$ cat src/common/qspi_macros.svh
// --------------------------------------------------------------------------
// qspi macros
// widths and counts shared by the QSPI transaction engine
// --------------------------------------------------------------------------
`ifndef QSPI_MACROS_SVH
`define QSPI_MACROS_SVH

// data path
`define QSPI_WORD_BITS   32    // one data word
`define QSPI_CMD_BITS    8     // opcode, always single phase of 8 bits
`define QSPI_ADDR_WIDTH  32    // flash address

// counters
`define QSPI_BITCNT_W    6     // bit position inside one phase
`define QSPI_CSCNT_W     2     // chip select setup / high time
`define QSPI_DIV_W       32    // sclk divider

`endif
$ cat src/common/qspi_pkg.sv
// --------------------------------------------------------------------------
// qspi package
// vector types, control structs and sequencer states of the QSPI engine
// --------------------------------------------------------------------------
`include "qspi_macros.svh"

package qspi_pkg;

    typedef logic [`QSPI_WORD_BITS-1:0]  word_t;
    typedef logic [`QSPI_CMD_BITS-1:0]   opcode_t;
    typedef logic [`QSPI_ADDR_WIDTH-1:0] addr_t;
    typedef logic [31:0]                 len_t;        // transfer length in bytes
    typedef logic [2:0]                  lane_cnt_t;   // 1, 2 or 4
    typedef logic [3:0]                  io_nibble_t;  // io3..io0
    typedef logic [`QSPI_BITCNT_W-1:0]   bit_cnt_t;

    // static configuration, held stable for a whole command
    typedef struct packed {
        logic [1:0]             cmd_lanes_sel;
        logic [1:0]             addr_lanes_sel;
        logic [1:0]             data_lanes_sel;
        logic [1:0]             addr_bytes_sel;  // 0 none, 1 three bytes, 2 four bytes
        logic [3:0]             dummy_cycles;
        logic                   dir;             // 0 write, 1 read
        logic                   quad_en;
        logic [1:0]             cs_delay;
        logic                   cpol;
        logic                   cpha;
        logic [`QSPI_DIV_W-1:0] clk_div;
    } qspi_cfg_t;

    typedef struct packed {
        opcode_t opcode;
        addr_t   addr;
        len_t    len;
    } qspi_cmd_t;

    typedef struct packed {
        logic sample;
        logic shift;
    } sclk_edges_t;

    // ---------------------------------------------------------------------
    // orders from the sequencer to the shifter
    // ---------------------------------------------------------------------
    typedef struct packed {
        logic      load;        // pulse
        word_t     load_word;
        lane_cnt_t lanes;
        bit_cnt_t  phase_bits;
        logic      drive;       // io output enable
        logic      active;      // count and shift
    } shift_ctrl_t;

    typedef enum logic [3:0] {
        IDLE,
        CS_SETUP,
        CMD,
        ADDR,
        DUMMY,
        WR_SETUP,
        RD_SETUP,
        DATA,
        CS_DONE
    } seq_state_t;

endpackage

$ cat src/qspi_engine/qspi_sclk_gen.sv
// --------------------------------------------------------------------------
// qspi sclk generator
// divides the core clock into sclk and marks sample and shift edges
// according to cpol and cpha
// --------------------------------------------------------------------------
`include "qspi_macros.svh"

module qspi_sclk_gen
    import qspi_pkg::*;
(
    input  logic                   clk,
    input  logic                   resetn,
    input  logic                   sclk_en,
    input  logic [`QSPI_DIV_W-1:0] clk_div,
    input  logic                   cpol,
    input  logic                   cpha,
    output logic                   sclk,
    output sclk_edges_t            edges
);

    logic [`QSPI_DIV_W-1:0] div_cnt;
    logic                   armed;     // one idle cycle after enable
    logic                   sclk_q;
    logic                   toggle_q;  // sclk_q changed this cycle
    logic                   lead_q;    // that change left the idle level

    always_ff @(posedge clk or negedge resetn) begin
        if (!resetn) begin
            div_cnt  <= '0;
            armed    <= 1'b0;
            sclk_q   <= 1'b0;
            toggle_q <= 1'b0;
            lead_q   <= 1'b0;
        end else begin
            toggle_q <= 1'b0;
            if (!sclk_en) begin
                div_cnt <= '0;
                armed   <= 1'b0;
                sclk_q  <= cpol;
            end else if (!armed) begin
                armed   <= 1'b1;
                div_cnt <= '0;
            end else if (div_cnt >= clk_div) begin
                div_cnt  <= '0;
                sclk_q   <= ~sclk_q;
                toggle_q <= 1'b1;
                lead_q   <= (sclk_q == cpol);
            end else begin
                div_cnt <= div_cnt + 1'b1;
            end
        end
    end

    assign sclk = sclk_en ? sclk_q : cpol;

    // mode 0/2 sample on the leading edge, mode 1/3 on the trailing one
    assign edges.sample = sclk_en & toggle_q & (cpha ? ~lead_q : lead_q);
    assign edges.shift  = sclk_en & toggle_q & (cpha ? lead_q : ~lead_q);

    a_edges_exclusive : assert property (@(posedge clk) disable iff (!resetn)
        !(edges.sample && edges.shift));

endmodule

$ cat config.mk
export PLATFORM = sky130hd
export DESIGN_NAME = qspi_sclk_gen
export DESIGN_NICKNAME = d
export VERILOG_FILES = /design/src/common/qspi_pkg.sv /design/src/qspi_engine/qspi_sclk_gen.sv
export VERILOG_INCLUDE_DIRS = /design/src /design/src/common
export SDC_FILE = /design/constraint.sdc
export NUM_CORES = 1
export LEC_CHECK = 0
export BUFFER_PORTS_ARGS = -buffer_cell sky130_fd_sc_hd__buf_4
export CAP_MARGIN = 20
export CORE_MARGIN = 10
export CORE_UTILIZATION = 30
export CTS_CLUSTER_DIAMETER = 150
export DETAILED_ROUTE_END_ITERATION = 6
export GPL_TIMING_DRIVEN = 0
export PLACE_DENSITY = 0.54
export SKIP_LAST_GASP = 1
export SLEW_MARGIN = 5
export SYNTH_ARGS = -nofsm -noshare
export SYNTH_HDL_FRONTEND = slang
export SYNTH_SLANG_ARGS = --single-unit
export TNS_END_PERCENT = 100
$ cat constraint.sdc
create_clock -name clk -period 3.8 [get_ports clk]
set_input_delay 0.76 -clock clk [delete_from_list [all_inputs] [get_ports clk]]
set_output_delay 0.76 -clock clk [all_outputs]
set_load 0.01 [all_outputs]
==> results.cfg <==
[timing]
relSlewSlack_pct = 62.1
fin_skew_ns = 0.00898
finalSetupTns_ns = 0
fmax_mhz = 369
hold_viol = 0
tightest_slew_ns = 0.564
rsz0062_at_grt = false
setup_viol = 0
setup_ws_ns = 1.09
min_period_ns = 2.71
fin_crit_sh_pct = 71.3
maxSlewViolCount = 0

[flow_run]
maxCapViolCount = 0

[clock_tree]
cts_htree_levels = 2
ctsResizeCount = 0
cts-buffers-inserted = 5
cts_setup_buffers = 0
root_buffer = clkbuf_8
holdBufCountCts = 0
clk_latency_ns = 0.29
cts_tree = built
clk_pin_slew_ns = 0.08
cts.sinks = 36
clockBufferDepth = 2

[floorplan]
core-area_sq_um = 8640
dieWidth_microns = 114
initial_utilization_pct = 30.4
rows = 34
die_h_microns = 114
dieArea_sq_um = 12900
ios = 40

[yosys]
ys_types = 39
yosysWarnings = 0
synthesis.instances = 282
yosys_register_bits = 36
synth_top_area_share_pct = 34.3
yosysTopAreaCell = dfrtp_1
syn_avg_cell_area_sq_um = 9.31
synth_edf_count = 0
ys.flop_type = dfrtp_1
synth_nets = 352
seq_area_frac_synth_pct = 34.3
netlist_area_sq_um = 2630
async_reset_ff_share_pct = 100
ys_top_cells_by_area = dfrtp_1, ha_1, nor2_2

[grt]
grt_pass1_wl_microns = 9710
grt_max_degree = 37
grtUsageTotal_pct = 8.98
antenna_found_initial = 0
grt_overflow = 0
grt_pass1_vias = 2118

[cells_and_area]
drive_gt1_share_pct = 28.0
antenna_cells = 0
fin_nets = 398
area_delta_synth_final_pct = 20.5
mostFrequentLayoutCell = inv_1
final_cells = 437
final_cell_mix = inv_1, buf_4, dfrtp_1

[drt]
vias = 1978
first_pass_iters = 4
routed_wl_microns = 5400
drtIter0Drc = 46
wl_per_cell_microns = 12.4
antenna_left = 0
drc = 0
vias_per_cell = 4.53

[placement]
port_buffers = 39
globalplace.congestion = 0.745
dp_cells = 429
dp_slack_ns = 0.770
dpl.hpwl_microns = 4350

[critical_path]
critPathMaxFanout = 3
cp-start-kind = primary input
critPathKind = primary input to flip-flop
critPathCaptureType = flip-flop
cp.required_ns = 3.97
worstPathArrival_ns = 2.88

[power]
p_leak_nw = 1.51
ir_worst_vdd_v = 0.000122
total_power_uw = 826
power_density_nw_per_um2 = 261

[run_status]
status = finished clean

[min_path]
hold_path_class = primary input to asynchronous set/reset pin
-- cell usage after synthesis (5+ instances only) --
library cell / count
nor2_2: 29
nand3_1: 13
dfrtp_1: 36
xor2_1: 13
nor2_1: 12
ha_1: 33
nand2_1: 18
xnor2_1: 19
inv_1: 43
a21oi_1: 12
nand4_1: 12
nor3_1: 5
-- flip-flops by register name (all words and copies together) (netlist names) --
signal	flops
div_cnt	32
armed	1
lead_q	1
sclk_q	1
toggle_q	1
-- metal layers --
| layer | wire (microns) | share of wire [%] | track usage, % |
|---|---|---|---|
| met2 | 2450 | 45 | 14.3 |
| met4 | 53 | 0.98 | 2.54 |
| met3 | 253 | 4.7 | 2.73 |
| met5 | 0 | 0 | 0 |
| met1 | 2640 | 49 | 11.4 |
-- report_power, final --
group | switching [mW] | internal, mW
logic | 0.0442 | 0.0481
registers | 0.00259 | 0.385
clock network | 0.151 | 0.194
-- path summary, 6_finish.rpt --
path | startpoint | end | slack (ns) | depth (start not counted)
setup / recovery | clk_div[0] | sclk_q | 1.09 | 8
hold / removal | resetn | div_cnt[5] | 0.42 | 1
setup reg to reg | div_cnt[0] | sclk_q | 1.15 | 8
hold reg to reg | lead_q | lead_q | 0.53 | 1
min in group clk | lead_q | lead_q | 0.53 | 1
max in group asynchronous | resetn | sclk_q | 3.04 | 1
-- area by class of cell --
cell class | instances | area (sq um)
multi-input combinational | 200 | 1530
clock inverter | 3 | 42.5
timing repair buffer | 39 | 293
clock buffer | 5 | 68.8
sequential | 36 | 901
buffer | 3 | 33.8
tap | 108 | 135
fill | 878 | 5470
inverter | 43 | 161
-- logic make-up (layout without fill, tap and decap cells) --
group	count (synthesis)	in the layout	share of synthesized area (%)
mux	3	3	1.29
flops	36	36	34.3
buf+inv	46	93	7.43
compound gates	26	26	7.43
fa+ha+maj	33	33	15.7
simple gates	106	106	23.2
xor+xnor	32	32	10.7
-- critical path, stage by stage --
cell and delay, ns:
buf_4 0.11, ha_1 0.27, nand2b_4 0.14, a2111oi_4 0.37
nor4b_2 0.11, o41ai_2 0.54, a21o_2 0.25, mux2_1 0.32
-- stage by stage --
step / hold WS [ns] / instance area [sq um] / utilization (%)
final: 0.420 / 3170 / 36.7
after global placement: 0.514 / 3050 / 35.4
after CTS: 0.439 / 3170 / 36.7
after global routing: 0.452 / 3170 / 36.7
after floorplan: 0.464 / 2630 / -
after detailed placement: 0.518 / 3050 / 35.4
Power figures use the tool's default switching activity.
