[config.mk]
export PLATFORM = sky130hd
export DESIGN_NAME = qspi_shifter
export DESIGN_NICKNAME = d
export VERILOG_FILES = /design/src/common/qspi_pkg.sv /design/src/qspi_engine/qspi_shifter.sv
export VERILOG_INCLUDE_DIRS = /design/src /design/src/common
export SDC_FILE = /design/constraint.sdc
export NUM_CORES = 1
export LEC_CHECK = 0
export ABC_CLOCK_PERIOD_IN_PS = 3940
export BUFFER_PORTS_ARGS = -buffer_cell sky130_fd_sc_hd__clkbuf_2
export CAP_MARGIN = 25
export CORE_ASPECT_RATIO = 1.25
export CORE_MARGIN = 1.5
export CORE_UTILIZATION = 40
export DETAILED_ROUTE_END_ITERATION = 10
export GPL_TIMING_DRIVEN = 0
export PLACE_DENSITY = 0.75
export SKIP_CTS_REPAIR_TIMING = 1
export SLEW_MARGIN = 25
export SYNTH_ARGS = -nofsm -noshare
export SYNTH_HDL_FRONTEND = slang
export SYNTH_SLANG_ARGS = --single-unit
export TNS_END_PERCENT = 10
[constraint.sdc]
create_clock -name clk -period 3.94 [get_ports clk]
set_clock_uncertainty 0.05 [all_clocks]
set_input_delay 0 -clock clk [delete_from_list [all_inputs] [get_ports clk]]
set_output_delay 0 -clock clk [all_outputs]
set_load 0.05 [all_outputs]
[src/common/qspi_macros.svh]
// --------------------------------------------------------------------------
// qspi macros
// widths and counts shared by the QSPI transaction engine
// --------------------------------------------------------------------------
`ifndef QSPI_MACROS_SVH
`define QSPI_MACROS_SVH

// data path
`define QSPI_WORD_BITS   32    // one data word
`define QSPI_CMD_BITS    8     // opcode, always single phase of 8 bits
`define QSPI_ADDR_WIDTH  32    // flash address

// counters
`define QSPI_BITCNT_W    6     // bit position inside one phase
`define QSPI_CSCNT_W     2     // chip select setup / high time
`define QSPI_DIV_W       32    // sclk divider

`endif
[src/common/qspi_pkg.sv]
// --------------------------------------------------------------------------
// qspi package
// vector types, control structs and sequencer states of the QSPI engine
// --------------------------------------------------------------------------
`include "qspi_macros.svh"

package qspi_pkg;

    typedef logic [`QSPI_WORD_BITS-1:0]  word_t;
    typedef logic [`QSPI_CMD_BITS-1:0]   opcode_t;
    typedef logic [`QSPI_ADDR_WIDTH-1:0] addr_t;
    typedef logic [31:0]                 len_t;        // transfer length in bytes
    typedef logic [2:0]                  lane_cnt_t;   // 1, 2 or 4
    typedef logic [3:0]                  io_nibble_t;  // io3..io0
    typedef logic [`QSPI_BITCNT_W-1:0]   bit_cnt_t;

    // static configuration, held stable for a whole command
    typedef struct packed {
        logic [1:0]             cmd_lanes_sel;
        logic [1:0]             addr_lanes_sel;
        logic [1:0]             data_lanes_sel;
        logic [1:0]             addr_bytes_sel;  // 0 none, 1 three bytes, 2 four bytes
        logic [3:0]             dummy_cycles;
        logic                   dir;             // 0 write, 1 read
        logic                   quad_en;
        logic [1:0]             cs_delay;
        logic                   cpol;
        logic                   cpha;
        logic [`QSPI_DIV_W-1:0] clk_div;
    } qspi_cfg_t;

    typedef struct packed {
        opcode_t opcode;
        addr_t   addr;
        len_t    len;
    } qspi_cmd_t;

    typedef struct packed {
        logic sample;
        logic shift;
    } sclk_edges_t;

    // ---------------------------------------------------------------------
    // orders from the sequencer to the shifter
    // ---------------------------------------------------------------------
    typedef struct packed {
        logic      load;        // pulse
        word_t     load_word;
        lane_cnt_t lanes;
        bit_cnt_t  phase_bits;
        logic      drive;       // io output enable
        logic      active;      // count and shift
    } shift_ctrl_t;

    typedef enum logic [3:0] {
        IDLE,
        CS_SETUP,
        CMD,
        ADDR,
        DUMMY,
        WR_SETUP,
        RD_SETUP,
        DATA,
        CS_DONE
    } seq_state_t;

endpackage

[src/qspi_engine/qspi_shifter.sv]
// --------------------------------------------------------------------------
// qspi shifter
// lane aware shift register with bit counter, drives and captures the
// four io lines MSB first
// --------------------------------------------------------------------------
`include "qspi_macros.svh"

module qspi_shifter
    import qspi_pkg::*;
(
    input  logic        clk,
    input  logic        resetn,
    input  shift_ctrl_t ctrl,
    input  sclk_edges_t edges,
    input  logic        cpha,
    input  io_nibble_t  io_in,
    output io_nibble_t  io_out,
    output io_nibble_t  io_oe,
    output logic        phase_end,
    output word_t       shreg_word
);

    localparam int MSB = `QSPI_WORD_BITS - 1;

    word_t      shreg;
    bit_cnt_t   bit_cnt;
    bit_cnt_t   bit_cnt_next;
    logic       skip_shift;   // hold the MSB over the next shift edge
    io_nibble_t in_bits;
    io_nibble_t lane_mask;

    // ----------------------------------------------------------------------
    // lane mapping
    // ----------------------------------------------------------------------
    always_comb begin
        case (ctrl.lanes)
            3'd2: begin
                io_out    = {2'b00, shreg[MSB], shreg[MSB-1]};
                in_bits   = {2'b00, io_in[1:0]};
                lane_mask = 4'b0011;
            end
            3'd4: begin
                io_out    = shreg[MSB:MSB-3];
                in_bits   = io_in;
                lane_mask = 4'b1111;
            end
            default: begin
                io_out    = {3'b000, shreg[MSB]};   // out on io0
                in_bits   = {3'b000, io_in[1]};     // in from io1
                lane_mask = 4'b0001;
            end
        endcase
    end

    assign io_oe        = ctrl.drive ? lane_mask : 4'b0000;
    assign shreg_word   = (shreg << ctrl.lanes) | word_t'(in_bits);   // word incl. this sample
    assign bit_cnt_next = bit_cnt + bit_cnt_t'(ctrl.lanes);
    assign phase_end    = ctrl.active & edges.sample & (bit_cnt_next >= ctrl.phase_bits);

    always_ff @(posedge clk) begin
        if (ctrl.load)
            shreg <= ctrl.load_word;
        else if (ctrl.active && edges.sample && !ctrl.drive)
            shreg <= shreg_word;                    // read capture
        else if (ctrl.active && edges.shift && ctrl.drive && !skip_shift)
            shreg <= shreg << ctrl.lanes;
    end

    // a load on a sample edge, or any load in cpha=1, is followed by a shift
    // edge that must not move the fresh MSB away
    always_ff @(posedge clk or negedge resetn) begin
        if (!resetn) begin
            bit_cnt    <= '0;
            skip_shift <= 1'b0;
        end else if (ctrl.load) begin
            bit_cnt    <= '0;
            skip_shift <= cpha | edges.sample;
        end else if (ctrl.active) begin
            if (edges.shift)
                skip_shift <= 1'b0;
            if (edges.sample)
                bit_cnt <= phase_end ? '0 : bit_cnt_next;
        end
    end

    a_lanes_legal : assert property (@(posedge clk) disable iff (!resetn)
        ctrl.active |-> (ctrl.lanes == 3'd1 || ctrl.lanes == 3'd2 || ctrl.lanes == 3'd4));

endmodule

==> qor.yml <==
ys_seq_area_frac: 0.358
avgSynthCellArea_um2: 11.5
grt_max_degree: 33
endpoint_kind: "output pin"
grt_setup_unrepaired: "no"
dp_worst_setup_slack_ns: 1.03
num_vias: 2649
antenna_found_initial: 0
cp_data_arrival_time_ns: 2.89
die_h_um: 103
gp_congestion: 0.851
clockBufferDepth: 2
hold_violations: 1
overflow: 0
cts_buffers: 5
worst_pin_slew_ns: 0.741
worst_ep_required_time_ns: 3.89
design_area_um2: 4230
ant_nets: 0
cts.clk_slew.worst_paths_ns: 0.08
startpoint_type: "register"
die_w_um: 82.6
core.rowCount: 36
htreeDepth: 2
r2r_start: "bit_cnt[0]"
synth.distinct_cells: 46
mostFrequentLayoutCells: "clkbuf_2 (93), mux2_2 (58), mux2i_1 (51), dlygate4sd3_1 (34), edfxtp_1 (32)"
syn-num-nets: 338
period_minus_slack_ns: 2.94
status: "complete, but fails checks"
n_antenna_cell: 0
syn-cell-area_um2: 3170
drt_iter0_drc: 76
maxCapViolations: 0
grt_pass1_vias: 2563
wirelength_um: 8170
firstDrtPassIters: 5
ir_worst_vdd_uv: 206
layout.nets: 472
p_per_area_nw_per_um2: 383
fin_crit_sh: 0.746
dpl-instance-area_um2: 3760
post_drt_wl_per_cell_um: 16.2
clkLatencyLatePin_ns: 0.29
cp-startpoint: "bit_cnt[0]"
setup_ws_ns: 1.00
ys_warn_count: 0
ys_seq_elements: 39
final_layout_size_suffix_gt1_frac: 0.434
hold_ws_ns: -0.0397
area_growth_pct: 33.4
clock_sinks: 39
relSlewSlack: 0.506
coreArea_um2: 7750
synthFlopType: "edfxtp_1"
setup_viol: 0
violations: "negative hold slack"
criticalPathCategory: "register to output pin"
grt_pass1_wl_um: 12200
drv_slew: 0
tritoncts: "yes"
max_freq_mhz: 340
port_buffers: 93
clockRootBuffer: "clkbuf_8"
detailed_place_hpwl_um: 6300
synthCells: 275
start_util: 0.409
power_leakage_nw: 2.00
crit_fanout: 3
avgViaCountPerCell: 5.25
boundaryPins: 94
postSynth.asyncResetShare: 0.179
hold_path_startpoint: "ctrl[13]"
drc: 0
hold_path_class: "input port to register"
dieArea_um2: 8470
final_common_cell: "clkbuf_2"
setup_tns_ns: 0
synth_edf_count: 32
grt_usage: 0.188
## layout make-up
cell class                 instances  area, um2
fill                             703       3520
tap                               95        119
buffer                            20        109
inverter                          10       37.5
multi-input combinational        206       1890
clock inverter                     2       60.1
timing repair buffer             127        806
sequential                        39       1140
clock buffer                       6       72.6
## critical path, cell delays in order, from the launching register on
cell and delay [ns]:
dfrtp_1 0.39, ha_1 0.21, fa_1 0.41, a21oi_1 0.16, nor2_1 0.07, xor2_1 0.19, ha_1 0.28, a21o_1 0.19
a211oi_1 0.22, o21ai_0 0.10, nor2b_1 0.14, clkbuf_2 0.24
## flip-flops by register name, indices dropped and copies added, names as in the netlist
| register | flops |
|---|---|
| bit_cnt | 6 |
| shreg | 32 |
| skip_shift | 1 |
## synthesized netlist by cell type (2+ instances only)
cell type	number	area, um2
nand3_1	2	10.0
and3_1	5	31.3
a31oi_1	2	12.5
nor2b_1	3	18.8
a22o_1	5	43.8
o21ai_0	7	35.0
xnor2_1	2	17.5
dfrtp_1	7	175
buf_2	9	45.0
nand2_1	11	41.3
o2111ai_1	2	17.5
inv_1	9	33.8
ha_1	9	113
nor2_1	6	22.5
clkbuf_1	6	22.5
xor2_1	2	17.5
a21oi_1	7	35.0
mux2i_1	51	510
a21o_1	6	45.0
buf_4	2	15.0
mux4_2	2	45.0
o22ai_1	3	18.8
buf_6	2	22.5
nand2b_1	2	12.5
a22oi_1	3	22.5
edfxtp_1	32	961
o21a_1	2	15.0
mux2_2	58	653
## worst paths after layout
| path | endpoint | slack (ns) | cells past startpoint |
|---|---|---|---|
| worst min-delay path | shreg[2] | -0.04 | 3 |
| worst min register to register | bit_cnt[0] | 0.48 | 1 |
| worst max register to register | bit_cnt[0] | 1.03 | 10 |
| min in group asynchronous | bit_cnt[3] | 0.03 | 2 |
| max in group asynchronous | bit_cnt[2] | 3.63 | 2 |
| worst max-delay path | phase_end | 1.00 | 11 |
## per-stage QoR
| stage | cells | power (mW) | util |
|---|---|---|---|
| finish | 505 | 1.62 | 0.546 |
| global route | 505 | 1.69 | 0.546 |
| CTS | 471 | 1.60 | 0.502 |
| detailed placement | 463 | 1.20 | 0.485 |
| global placement | 463 | 1.19 | 0.485 |
| floorplan | 275 | 1.03 | - |
## metal layers
metal	global-route usage	wire, um	vias to the layer above
met2	0.320	4210	62
met1	0.237	3490	1257
met5	0	0	-
li1	-	-	1314
met4	0.0628	172	0
met3	0.0345	295	16
## power by group
group / switching [mW] / internal, mW / total, mW
sequential: 0.0289 / 0.506 / 0.535
combinational: 0.446 / 0.240 / 0.686
clock: 0.147 / 0.253 / 0.400
total: 0.622 / 0.999 / 1.62
## logic make-up (layout without fill, tap and decap cells)
kind of cell               Yosys count  count (layout)  synth area share
muxes                              113             113             0.390
AOI/OAI and AO/OA                   45              45            0.0998
DFF                                 39              39             0.358
and+or+nand+nor                     34              34            0.0533
buffers and inverters               30             165            0.0462
adders and majority gates           10              10            0.0418
xor gates and xnor gates             4               4            0.0111
Power figures use the tool's default switching activity.
