File: src/common/qspi_macros.svh
// --------------------------------------------------------------------------
// qspi macros
// widths and counts shared by the QSPI transaction engine
// --------------------------------------------------------------------------
`ifndef QSPI_MACROS_SVH
`define QSPI_MACROS_SVH

// data path
`define QSPI_WORD_BITS   32    // one data word
`define QSPI_CMD_BITS    8     // opcode, always single phase of 8 bits
`define QSPI_ADDR_WIDTH  32    // flash address

// counters
`define QSPI_BITCNT_W    6     // bit position inside one phase
`define QSPI_CSCNT_W     2     // chip select setup / high time
`define QSPI_DIV_W       32    // sclk divider

`endif
File: src/common/qspi_pkg.sv
// --------------------------------------------------------------------------
// qspi package
// vector types, control structs and sequencer states of the QSPI engine
// --------------------------------------------------------------------------
`include "qspi_macros.svh"

package qspi_pkg;

    typedef logic [`QSPI_WORD_BITS-1:0]  word_t;
    typedef logic [`QSPI_CMD_BITS-1:0]   opcode_t;
    typedef logic [`QSPI_ADDR_WIDTH-1:0] addr_t;
    typedef logic [31:0]                 len_t;        // transfer length in bytes
    typedef logic [2:0]                  lane_cnt_t;   // 1, 2 or 4
    typedef logic [3:0]                  io_nibble_t;  // io3..io0
    typedef logic [`QSPI_BITCNT_W-1:0]   bit_cnt_t;

    // static configuration, held stable for a whole command
    typedef struct packed {
        logic [1:0]             cmd_lanes_sel;
        logic [1:0]             addr_lanes_sel;
        logic [1:0]             data_lanes_sel;
        logic [1:0]             addr_bytes_sel;  // 0 none, 1 three bytes, 2 four bytes
        logic [3:0]             dummy_cycles;
        logic                   dir;             // 0 write, 1 read
        logic                   quad_en;
        logic [1:0]             cs_delay;
        logic                   cpol;
        logic                   cpha;
        logic [`QSPI_DIV_W-1:0] clk_div;
    } qspi_cfg_t;

    typedef struct packed {
        opcode_t opcode;
        addr_t   addr;
        len_t    len;
    } qspi_cmd_t;

    typedef struct packed {
        logic sample;
        logic shift;
    } sclk_edges_t;

    // ---------------------------------------------------------------------
    // orders from the sequencer to the shifter
    // ---------------------------------------------------------------------
    typedef struct packed {
        logic      load;        // pulse
        word_t     load_word;
        lane_cnt_t lanes;
        bit_cnt_t  phase_bits;
        logic      drive;       // io output enable
        logic      active;      // count and shift
    } shift_ctrl_t;

    typedef enum logic [3:0] {
        IDLE,
        CS_SETUP,
        CMD,
        ADDR,
        DUMMY,
        WR_SETUP,
        RD_SETUP,
        DATA,
        CS_DONE
    } seq_state_t;

endpackage

File: src/qspi_engine/qspi_seq.sv
// --------------------------------------------------------------------------
// qspi sequencer
// walks command, address, dummy and data phases of one flash command,
// controls chip select and issues the tx/rx FIFO strobes
// --------------------------------------------------------------------------
`include "qspi_macros.svh"

module qspi_seq
    import qspi_pkg::*;
(
    input  logic        clk,
    input  logic        resetn,
    input  logic        start,
    output logic        done,
    input  qspi_cfg_t   cfg,
    input  qspi_cmd_t   cmd,
    input  sclk_edges_t edges,
    input  logic        phase_end,
    input  word_t       shreg_word,
    input  word_t       tx_data,
    input  logic        tx_empty,
    output logic        tx_ren,
    output word_t       rx_data,
    output logic        rx_wen,
    input  logic        rx_full,
    output logic        sclk_en,
    output logic        cs_n,
    output shift_ctrl_t ctrl
);

    seq_state_t               state, state_n;
    logic [`QSPI_CSCNT_W-1:0] cs_cnt, cs_cnt_n;
    logic [3:0]               dummy_cnt, dummy_cnt_n;
    len_t                     byte_cnt, byte_cnt_n;
    len_t                     byte_cnt_inc;
    lane_cnt_t                cmd_lanes, addr_lanes, data_lanes;
    bit_cnt_t                 addr_bits;
    word_t                    addr_word;
    word_t                    tx_word;        // zeros when the FIFO ran dry
    seq_state_t               data_or_done;
    seq_state_t               post_addr;

    // quad falls back to single lane unless enabled
    function automatic lane_cnt_t lane_decode(input logic [1:0] sel, input logic quad_en);
        case (sel)
            2'd0:    return 3'd1;
            2'd1:    return 3'd2;
            default: return quad_en ? 3'd4 : 3'd1;
        endcase
    endfunction

    // ----------------------------------------------------------------------
    // configuration decode
    // ----------------------------------------------------------------------
    assign cmd_lanes  = lane_decode(cfg.cmd_lanes_sel, cfg.quad_en);
    assign addr_lanes = lane_decode(cfg.addr_lanes_sel, cfg.quad_en);
    assign data_lanes = lane_decode(cfg.data_lanes_sel, cfg.quad_en);

    assign addr_bits = (cfg.addr_bytes_sel == 2'd1) ? bit_cnt_t'(24) :
                       (cfg.addr_bytes_sel == 2'd2) ? bit_cnt_t'(32) : '0;
    assign addr_word = (cfg.addr_bytes_sel == 2'd1) ? {cmd.addr[23:0], 8'h00} : cmd.addr;

    assign tx_word      = tx_empty ? '0 : tx_data;
    assign byte_cnt_inc = byte_cnt + len_t'(`QSPI_WORD_BITS / 8);
    assign data_or_done = (cmd.len == '0) ? CS_DONE : (cfg.dir ? RD_SETUP : WR_SETUP);
    assign post_addr    = (cfg.dummy_cycles != '0) ? DUMMY : data_or_done;

    assign sclk_en = (state == CMD) || (state == ADDR) || (state == DUMMY) || (state == DATA);
    assign done    = (state == CS_DONE) && (cs_cnt == '0);
    assign rx_data = shreg_word;

    // ----------------------------------------------------------------------
    // next state and shifter orders
    // ----------------------------------------------------------------------
    always_comb begin
        state_n        = state;
        cs_cnt_n       = cs_cnt;
        dummy_cnt_n    = dummy_cnt;
        byte_cnt_n     = byte_cnt;
        tx_ren         = 1'b0;
        rx_wen         = 1'b0;
        ctrl.load      = 1'b0;
        ctrl.load_word = '0;
        ctrl.active    = (state == CMD) || (state == ADDR) || (state == DATA);
        ctrl.drive     = (state == CMD) || (state == ADDR) || (state == DATA && !cfg.dir);

        case (state)
            CMD:     ctrl.lanes = cmd_lanes;
            ADDR:    ctrl.lanes = addr_lanes;
            default: ctrl.lanes = data_lanes;
        endcase
        case (state)
            CMD:     ctrl.phase_bits = bit_cnt_t'(`QSPI_CMD_BITS);
            ADDR:    ctrl.phase_bits = addr_bits;
            default: ctrl.phase_bits = bit_cnt_t'(`QSPI_WORD_BITS);
        endcase

        case (state)
            IDLE: if (start) begin
                state_n        = CS_SETUP;
                cs_cnt_n       = cfg.cs_delay;
                ctrl.load      = 1'b1;
                ctrl.load_word = {cmd.opcode, {(`QSPI_WORD_BITS-`QSPI_CMD_BITS){1'b0}}};
            end
            CS_SETUP: begin
                if (cs_cnt != '0)
                    cs_cnt_n = cs_cnt - 1'b1;
                else
                    state_n = CMD;
            end
            CMD: if (phase_end) begin
                if (addr_bits != '0) begin
                    state_n        = ADDR;
                    ctrl.load      = 1'b1;
                    ctrl.load_word = addr_word;
                end else begin
                    state_n = post_addr;
                end
            end
            ADDR: if (phase_end)
                state_n = post_addr;
            DUMMY: if (edges.sample) begin
                if (dummy_cnt == 4'd1)
                    state_n = data_or_done;
                else
                    dummy_cnt_n = dummy_cnt - 1'b1;
            end
            WR_SETUP: begin                       // first word from the tx FIFO
                state_n        = DATA;
                byte_cnt_n     = '0;
                ctrl.load      = 1'b1;
                ctrl.load_word = tx_word;
                tx_ren         = !tx_empty;
            end
            RD_SETUP: begin                       // io already released here
                state_n    = DATA;
                byte_cnt_n = '0;
                ctrl.load  = 1'b1;
            end
            DATA: if (phase_end) begin
                byte_cnt_n = byte_cnt_inc;
                rx_wen     = cfg.dir && !rx_full;  // full FIFO drops the word
                if (byte_cnt_inc >= cmd.len) begin
                    state_n = CS_DONE;
                end else if (!cfg.dir) begin
                    ctrl.load      = 1'b1;
                    ctrl.load_word = tx_word;
                    tx_ren         = !tx_empty;
                end
            end
            CS_DONE: begin
                if (cs_cnt != '0)
                    cs_cnt_n = cs_cnt - 1'b1;
                else
                    state_n = IDLE;
            end
            default: state_n = IDLE;
        endcase

        // counters loaded on phase entry
        if (state_n == DUMMY && state != DUMMY)
            dummy_cnt_n = cfg.dummy_cycles;
        if (state_n == CS_DONE && state != CS_DONE)
            cs_cnt_n = cfg.cs_delay;
    end

    always_ff @(posedge clk or negedge resetn) begin
        if (!resetn) begin
            state     <= IDLE;
            cs_cnt    <= '0;
            dummy_cnt <= '0;
            byte_cnt  <= '0;
            cs_n      <= 1'b1;
        end else begin
            state     <= state_n;
            cs_cnt    <= cs_cnt_n;
            dummy_cnt <= dummy_cnt_n;
            byte_cnt  <= byte_cnt_n;
            cs_n      <= (state_n == IDLE) || (state_n == CS_DONE);
        end
    end

    // ----------------------------------------------------------------------
    // checks
    // ----------------------------------------------------------------------
    a_tx_ren_write : assert property (@(posedge clk) disable iff (!resetn)
        tx_ren |-> (!cfg.dir && (state == WR_SETUP || state == DATA)));

    a_rx_wen_read : assert property (@(posedge clk) disable iff (!resetn)
        rx_wen |-> (cfg.dir && state == DATA));

    a_cs_low_with_sclk : assert property (@(posedge clk) disable iff (!resetn)
        sclk_en |-> !cs_n);

endmodule

File: config.mk
export PLATFORM = sky130hd
export DESIGN_NAME = qspi_seq
export DESIGN_NICKNAME = d
export VERILOG_FILES = /design/src/common/qspi_pkg.sv /design/src/qspi_engine/qspi_seq.sv
export VERILOG_INCLUDE_DIRS = /design/src /design/src/common
export SDC_FILE = /design/constraint.sdc
export NUM_CORES = 1
export LEC_CHECK = 0
export BUFFER_PORTS_ARGS = -buffer_cell sky130_fd_sc_hd__buf_2
export CAP_MARGIN = 40
export CELL_PAD_IN_SITES_DETAIL_PLACEMENT = 0
export CELL_PAD_IN_SITES_GLOBAL_PLACEMENT = 2
export CORE_ASPECT_RATIO = 1.1
export CORE_MARGIN = 2
export CORE_UTILIZATION = 25
export DETAILED_ROUTE_END_ITERATION = 8
export PLACE_DENSITY = 0.94
export SLEW_MARGIN = 0
export SYNTH_ARGS = -nofsm -noshare
export SYNTH_HDL_FRONTEND = slang
export SYNTH_SLANG_ARGS = --single-unit
File: constraint.sdc
create_clock -name clk -period 8.3 [get_ports clk]
set_input_delay 1.245 -clock clk [delete_from_list [all_inputs] [get_ports clk]]
set_output_delay 1.245 -clock clk [all_outputs]
set_load 0.05 [all_outputs]
==> impl_summary.txt <==
----------------------------------------------------
[Timing]
  Min cycle time layout ... slightly above 6 ns
  Final hold vios ... 0
  Total of endpoints with negative setup slack in the final report ... 0
  Achievable frequency ... around 160 MHz
  Transition at the pin with the smallest max-transition slack ... between 0.9 and 1 ns
  Post-layout worst setup margin ... 2.144 ns
  Headroom to the max-slew limit ... 0.3912
  Number of slew-limit violations in the final report ... 0
  Setup TNS ... 0 ns
  Final Skew ... 0.005542 ns
  Post-route fraction of the period consumed by the critical path ... 0.7416
  Setup repair after global routing missed its margin ... no

[CTS]
  Clk root buf ... sky130_fd_sc_hd__clkbuf_16
  TritonCTS clock tree ... done
  Clk buf depth ... 2
  Post-cts sizing count ... 0
  Clock input transition at the sequential cells of the worst setup and hold paths ... roughly 0.07 ns
  Insertion delay of the later-clocked pin in the worst-skew pair ... 0.28 ns
  Setup fix buffers added after clock tree synthesis ... 0
  CTS Sinks ... 41
  CTS Buf Count ... 5
  CTS hold repair buffers ... 0
  H-tree depth ... 2

[Routing]
  Aggregate routed wire length ... 16020 um
  Routed via count ... 4630
  Vias per inst ... 4.823
  DRT antenna net count ... 0
  Initial DRC Count ... 270
  Wire length per cell ... 16.68 um
  Number of remaining DRC errors ... 0
  Number of optimization iterations in the first detailed-route pass ... 4

[Placed design]
  Port bufs ... 172
  Global placer's final weighted congestion ... 0.8106
  Worst slack at placement ... 2.452 ns
  Hpwl dp ... 13290 um

[Layout]
  Fraction of final layout cells with drive strength greater than 1 ... 0.2879
  Nets ... around 940
  Layout overhead on the synthesized area ... 21.29%

[Critical path]
  Path type of the worst setup path ... reg2out
  Slowest stage cell on the critical path ... sky130_fd_sc_hd__a21oi_4
  Kind of launch point of the worst setup path ... flop
  Crit path largest cell delay ... 0.74 ns
  Worst EP arrival ... around 5 ns
  Crit. End Element ... output pin
  Worst endpoint required time ... 7.05 ns
  CP Cell Sequence ... ha_1, nand4_1, nor3_4, and3_1, xor2_1, ha_1, nand2_1, o21ai_0, a221oi_1, o31a_1, nand3_2, a21oi_4, a221o_1, buf_2
  Most prevalent standard cell on the critical path ... sky130_fd_sc_hd__ha_1
  Family of cells with the greatest summed delay on the critical path ... compound AO/OA/AOI/OAI gates
  Critical path peak fanout ... 33
  Critical path buffers and inverters ... 1

[Logic synthesis]
  Post-synthesis simple-gate area fraction ... 0.2204
  Post-synthesis share of cell area spent on full adders, half adders and majority gates ... 0.09933
  Register area share after synthesis ... 0.2204
  Most instantiated library cell after synthesis ... sky130_fd_sc_hd__nand2_1
  Main synth FF type ... sky130_fd_sc_hd__dfrtp_1
  Cell types with the highest counts after synthesis ... sky130_fd_sc_hd__nand2_1, sky130_fd_sc_hd__o21ai_0, sky130_fd_sc_hd__inv_1
  Compound-Gate Fraction of Synth Area ... 0.2142
  FF+latch count, synth ... 41
  Xor and xnor fraction of the mapped netlist area ... 0.06174
  Multiplexer fraction of the synthesized cell area ... 0.06255
  Largest family of logic cells by synthesized area ... simple AND/OR/NAND/NOR gates
  Area share of the largest cell type after synthesis ... 0.2148
  Largest area contributor in the synthesized netlist ... sky130_fd_sc_hd__dfrtp_1
  Cell Area, Synth ... 4661 um^2
  Avg Inst Size Synth ... 7.940 um^2
  Leading cell types by total area after synthesis ... sky130_fd_sc_hd__dfrtp_1, sky130_fd_sc_hd__ha_1, sky130_fd_sc_hd__buf_4, sky130_fd_sc_hd__mux2i_1, sky130_fd_sc_hd__o21ai_0
  Unique masters post-synth ... 65
  Share of flip-flops with an asynchronous set or reset ... 1.000
  Number of enable-type register cells in the synthesized netlist ... 0
  Mapped Cells ... 587
  Synth warnings ... 0

[GRT]
  First-pass GRT wire length ... 24230 um
  Vias in the first global route ... 4538
  Initial antenna violation count ... 5
  Remaining global-route overflow ... 0
  All-Layer GR Usage ... 0.1561
  Maximum number of pins on one net before global-route repair ... 34

[Power and ir drop]
  Lkg Pwr ... 2.881 nW
  Worst vdd rail ir drop ... 0.1027 mV
  Power density over the cells ... 199.8 nW/um^2
  Sw Pwr ... 0.5928 mW
  Share of total power in the clock network ... 0.174
  Overall power consumption ... 1.129 mW
  Combinational fraction of design power ... 0.586
  Sequential power share ... 0.239
  Net Sw Frac ... 0.5249
  Internal power contribution ... 0.5366 mW

[Die]
  Width of the die ... ~130 um
  Area of the die ... 19750 um^2
  Starting utilization of the core area ... 0.2540
  Area of the placeable core ... 18350 um^2
  Std cell rows ... 52
  DIE HEIGHT ... roughly 150 um
  Number of primary I/O pins ... 275

[Job]
  Maximum Capacitance Violations ... 0

[Min path]
  Path class of the lowest-slack min-delay path ... reg2reg

[Outcome]
  Outcome ... finished, final reports clean

----------------------------------------------------
[flip-flops by register name (all words and copies together) (netlist names)]
signal	flops
byte_cnt	30
dummy_cnt	4
state	4
cs_cnt	2
cs_n	1
[layout make-up]
type	instances	area, um^2
clock inverters	2	15.01
repair buffers	177	918.4
well taps	243	304.0
multi-input cells	442	3082
diodes	5	12.51
clock buffers	6	128.9
inverters	44	165.2
fillers	2040	12690
flip-flops and latches	41	1027
[cell families after synthesis]
group           after synthesis
fa+ha+maj                    37
buf+inv                     106
xor+xnor                     32
flops                        41
mux                          29
other cells                   1
simple gates                192
compound gates              149
[routing by layer]
layer	up-vias	routed length, um	global-route usage
met3	16	1141	0.03727
met2	169	8178	0.2827
met1	2124	6267	0.1785
met4	0	428	0.05316
met5	-	0	0
li1	2321	-	-
[cells in the final DEF (no fill, tap or decap), types with 4 or more instances in the layout]
master / n
sky130_fd_sc_hd__xor2_1: 13
sky130_fd_sc_hd__o21ai_0: 45
sky130_fd_sc_hd__o2bb2ai_1: 17
sky130_fd_sc_hd__diode_2: 5
sky130_fd_sc_hd__nand2_1: 56
sky130_fd_sc_hd__and3_1: 10
sky130_fd_sc_hd__nand2b_1: 7
sky130_fd_sc_hd__a221o_1: 8
sky130_fd_sc_hd__a21oi_1: 32
sky130_fd_sc_hd__a22o_1: 16
sky130_fd_sc_hd__nand3_1: 15
sky130_fd_sc_hd__or2_2: 4
sky130_fd_sc_hd__nor4_1: 11
sky130_fd_sc_hd__nand4_1: 13
sky130_fd_sc_hd__dfrtp_1: 40
sky130_fd_sc_hd__xnor2_1: 18
sky130_fd_sc_hd__nor3b_1: 4
sky130_fd_sc_hd__clkbuf_16: 5
sky130_fd_sc_hd__inv_1: 44
sky130_fd_sc_hd__mux2i_1: 28
sky130_fd_sc_hd__nor2_1: 38
sky130_fd_sc_hd__ha_1: 37
sky130_fd_sc_hd__o31ai_1: 6
sky130_fd_sc_hd__nor2b_1: 5
sky130_fd_sc_hd__nor3_1: 5
sky130_fd_sc_hd__buf_2: 172
sky130_fd_sc_hd__a31oi_1: 5
[through the flow]
stage / util / std cells / area, um^2 / hold slack (ns)
4_1_cts: 0.3074 / 955 / 5640 / 0.5093
3_3_place_gp: 0.2977 / 945 / 5461 / 0.4855
6_report: 0.3081 / 960 / 5653 / 0.5099
2_1_floorplan: - / 589 / 4668 / 0.4699
5_1_grt: 0.3081 / 960 / 5653 / 0.5352
3_5_place_dp: 0.2996 / 947 / 5497 / 0.4950
[path summary, 6_finish.rpt]
path                              start            to  slack, ns  cells past startpoint
max                         byte_cnt[2]      ctrl[37]       2.14                     14
min                        byte_cnt[31]  byte_cnt[31]       0.51                      1
max reg2reg                 byte_cnt[2]          cs_n       4.56                     13
min reg2reg                byte_cnt[31]  byte_cnt[31]       0.51                      1
max in group asynchronous        resetn          cs_n       6.85                      2
min in group asynchronous        resetn  byte_cnt[16]       0.88                      1
[power groups by stage]
stage	Sequential [mW]	Clock [mW]	Combinational, mW
6_report	0.270	0.197	0.662
5_1_grt	0.276	0.210	0.723
4_1_cts	0.270	0.199	0.667
3_5_place_dp	0.274	0	0.666
3_3_place_gp	0.274	0	0.658
2_1_floorplan	0.253	0	0.549
[worst register-to-register path: cells and delay by family, from the launching register on]
kind	cells	cell delay (ns)
xor+xnor	1	0.18
simple gates	6	1.56
fa+ha+maj	2	0.59
flops	1	0.45
compound gates	4	0.88
Power figures use the tool's default switching activity.
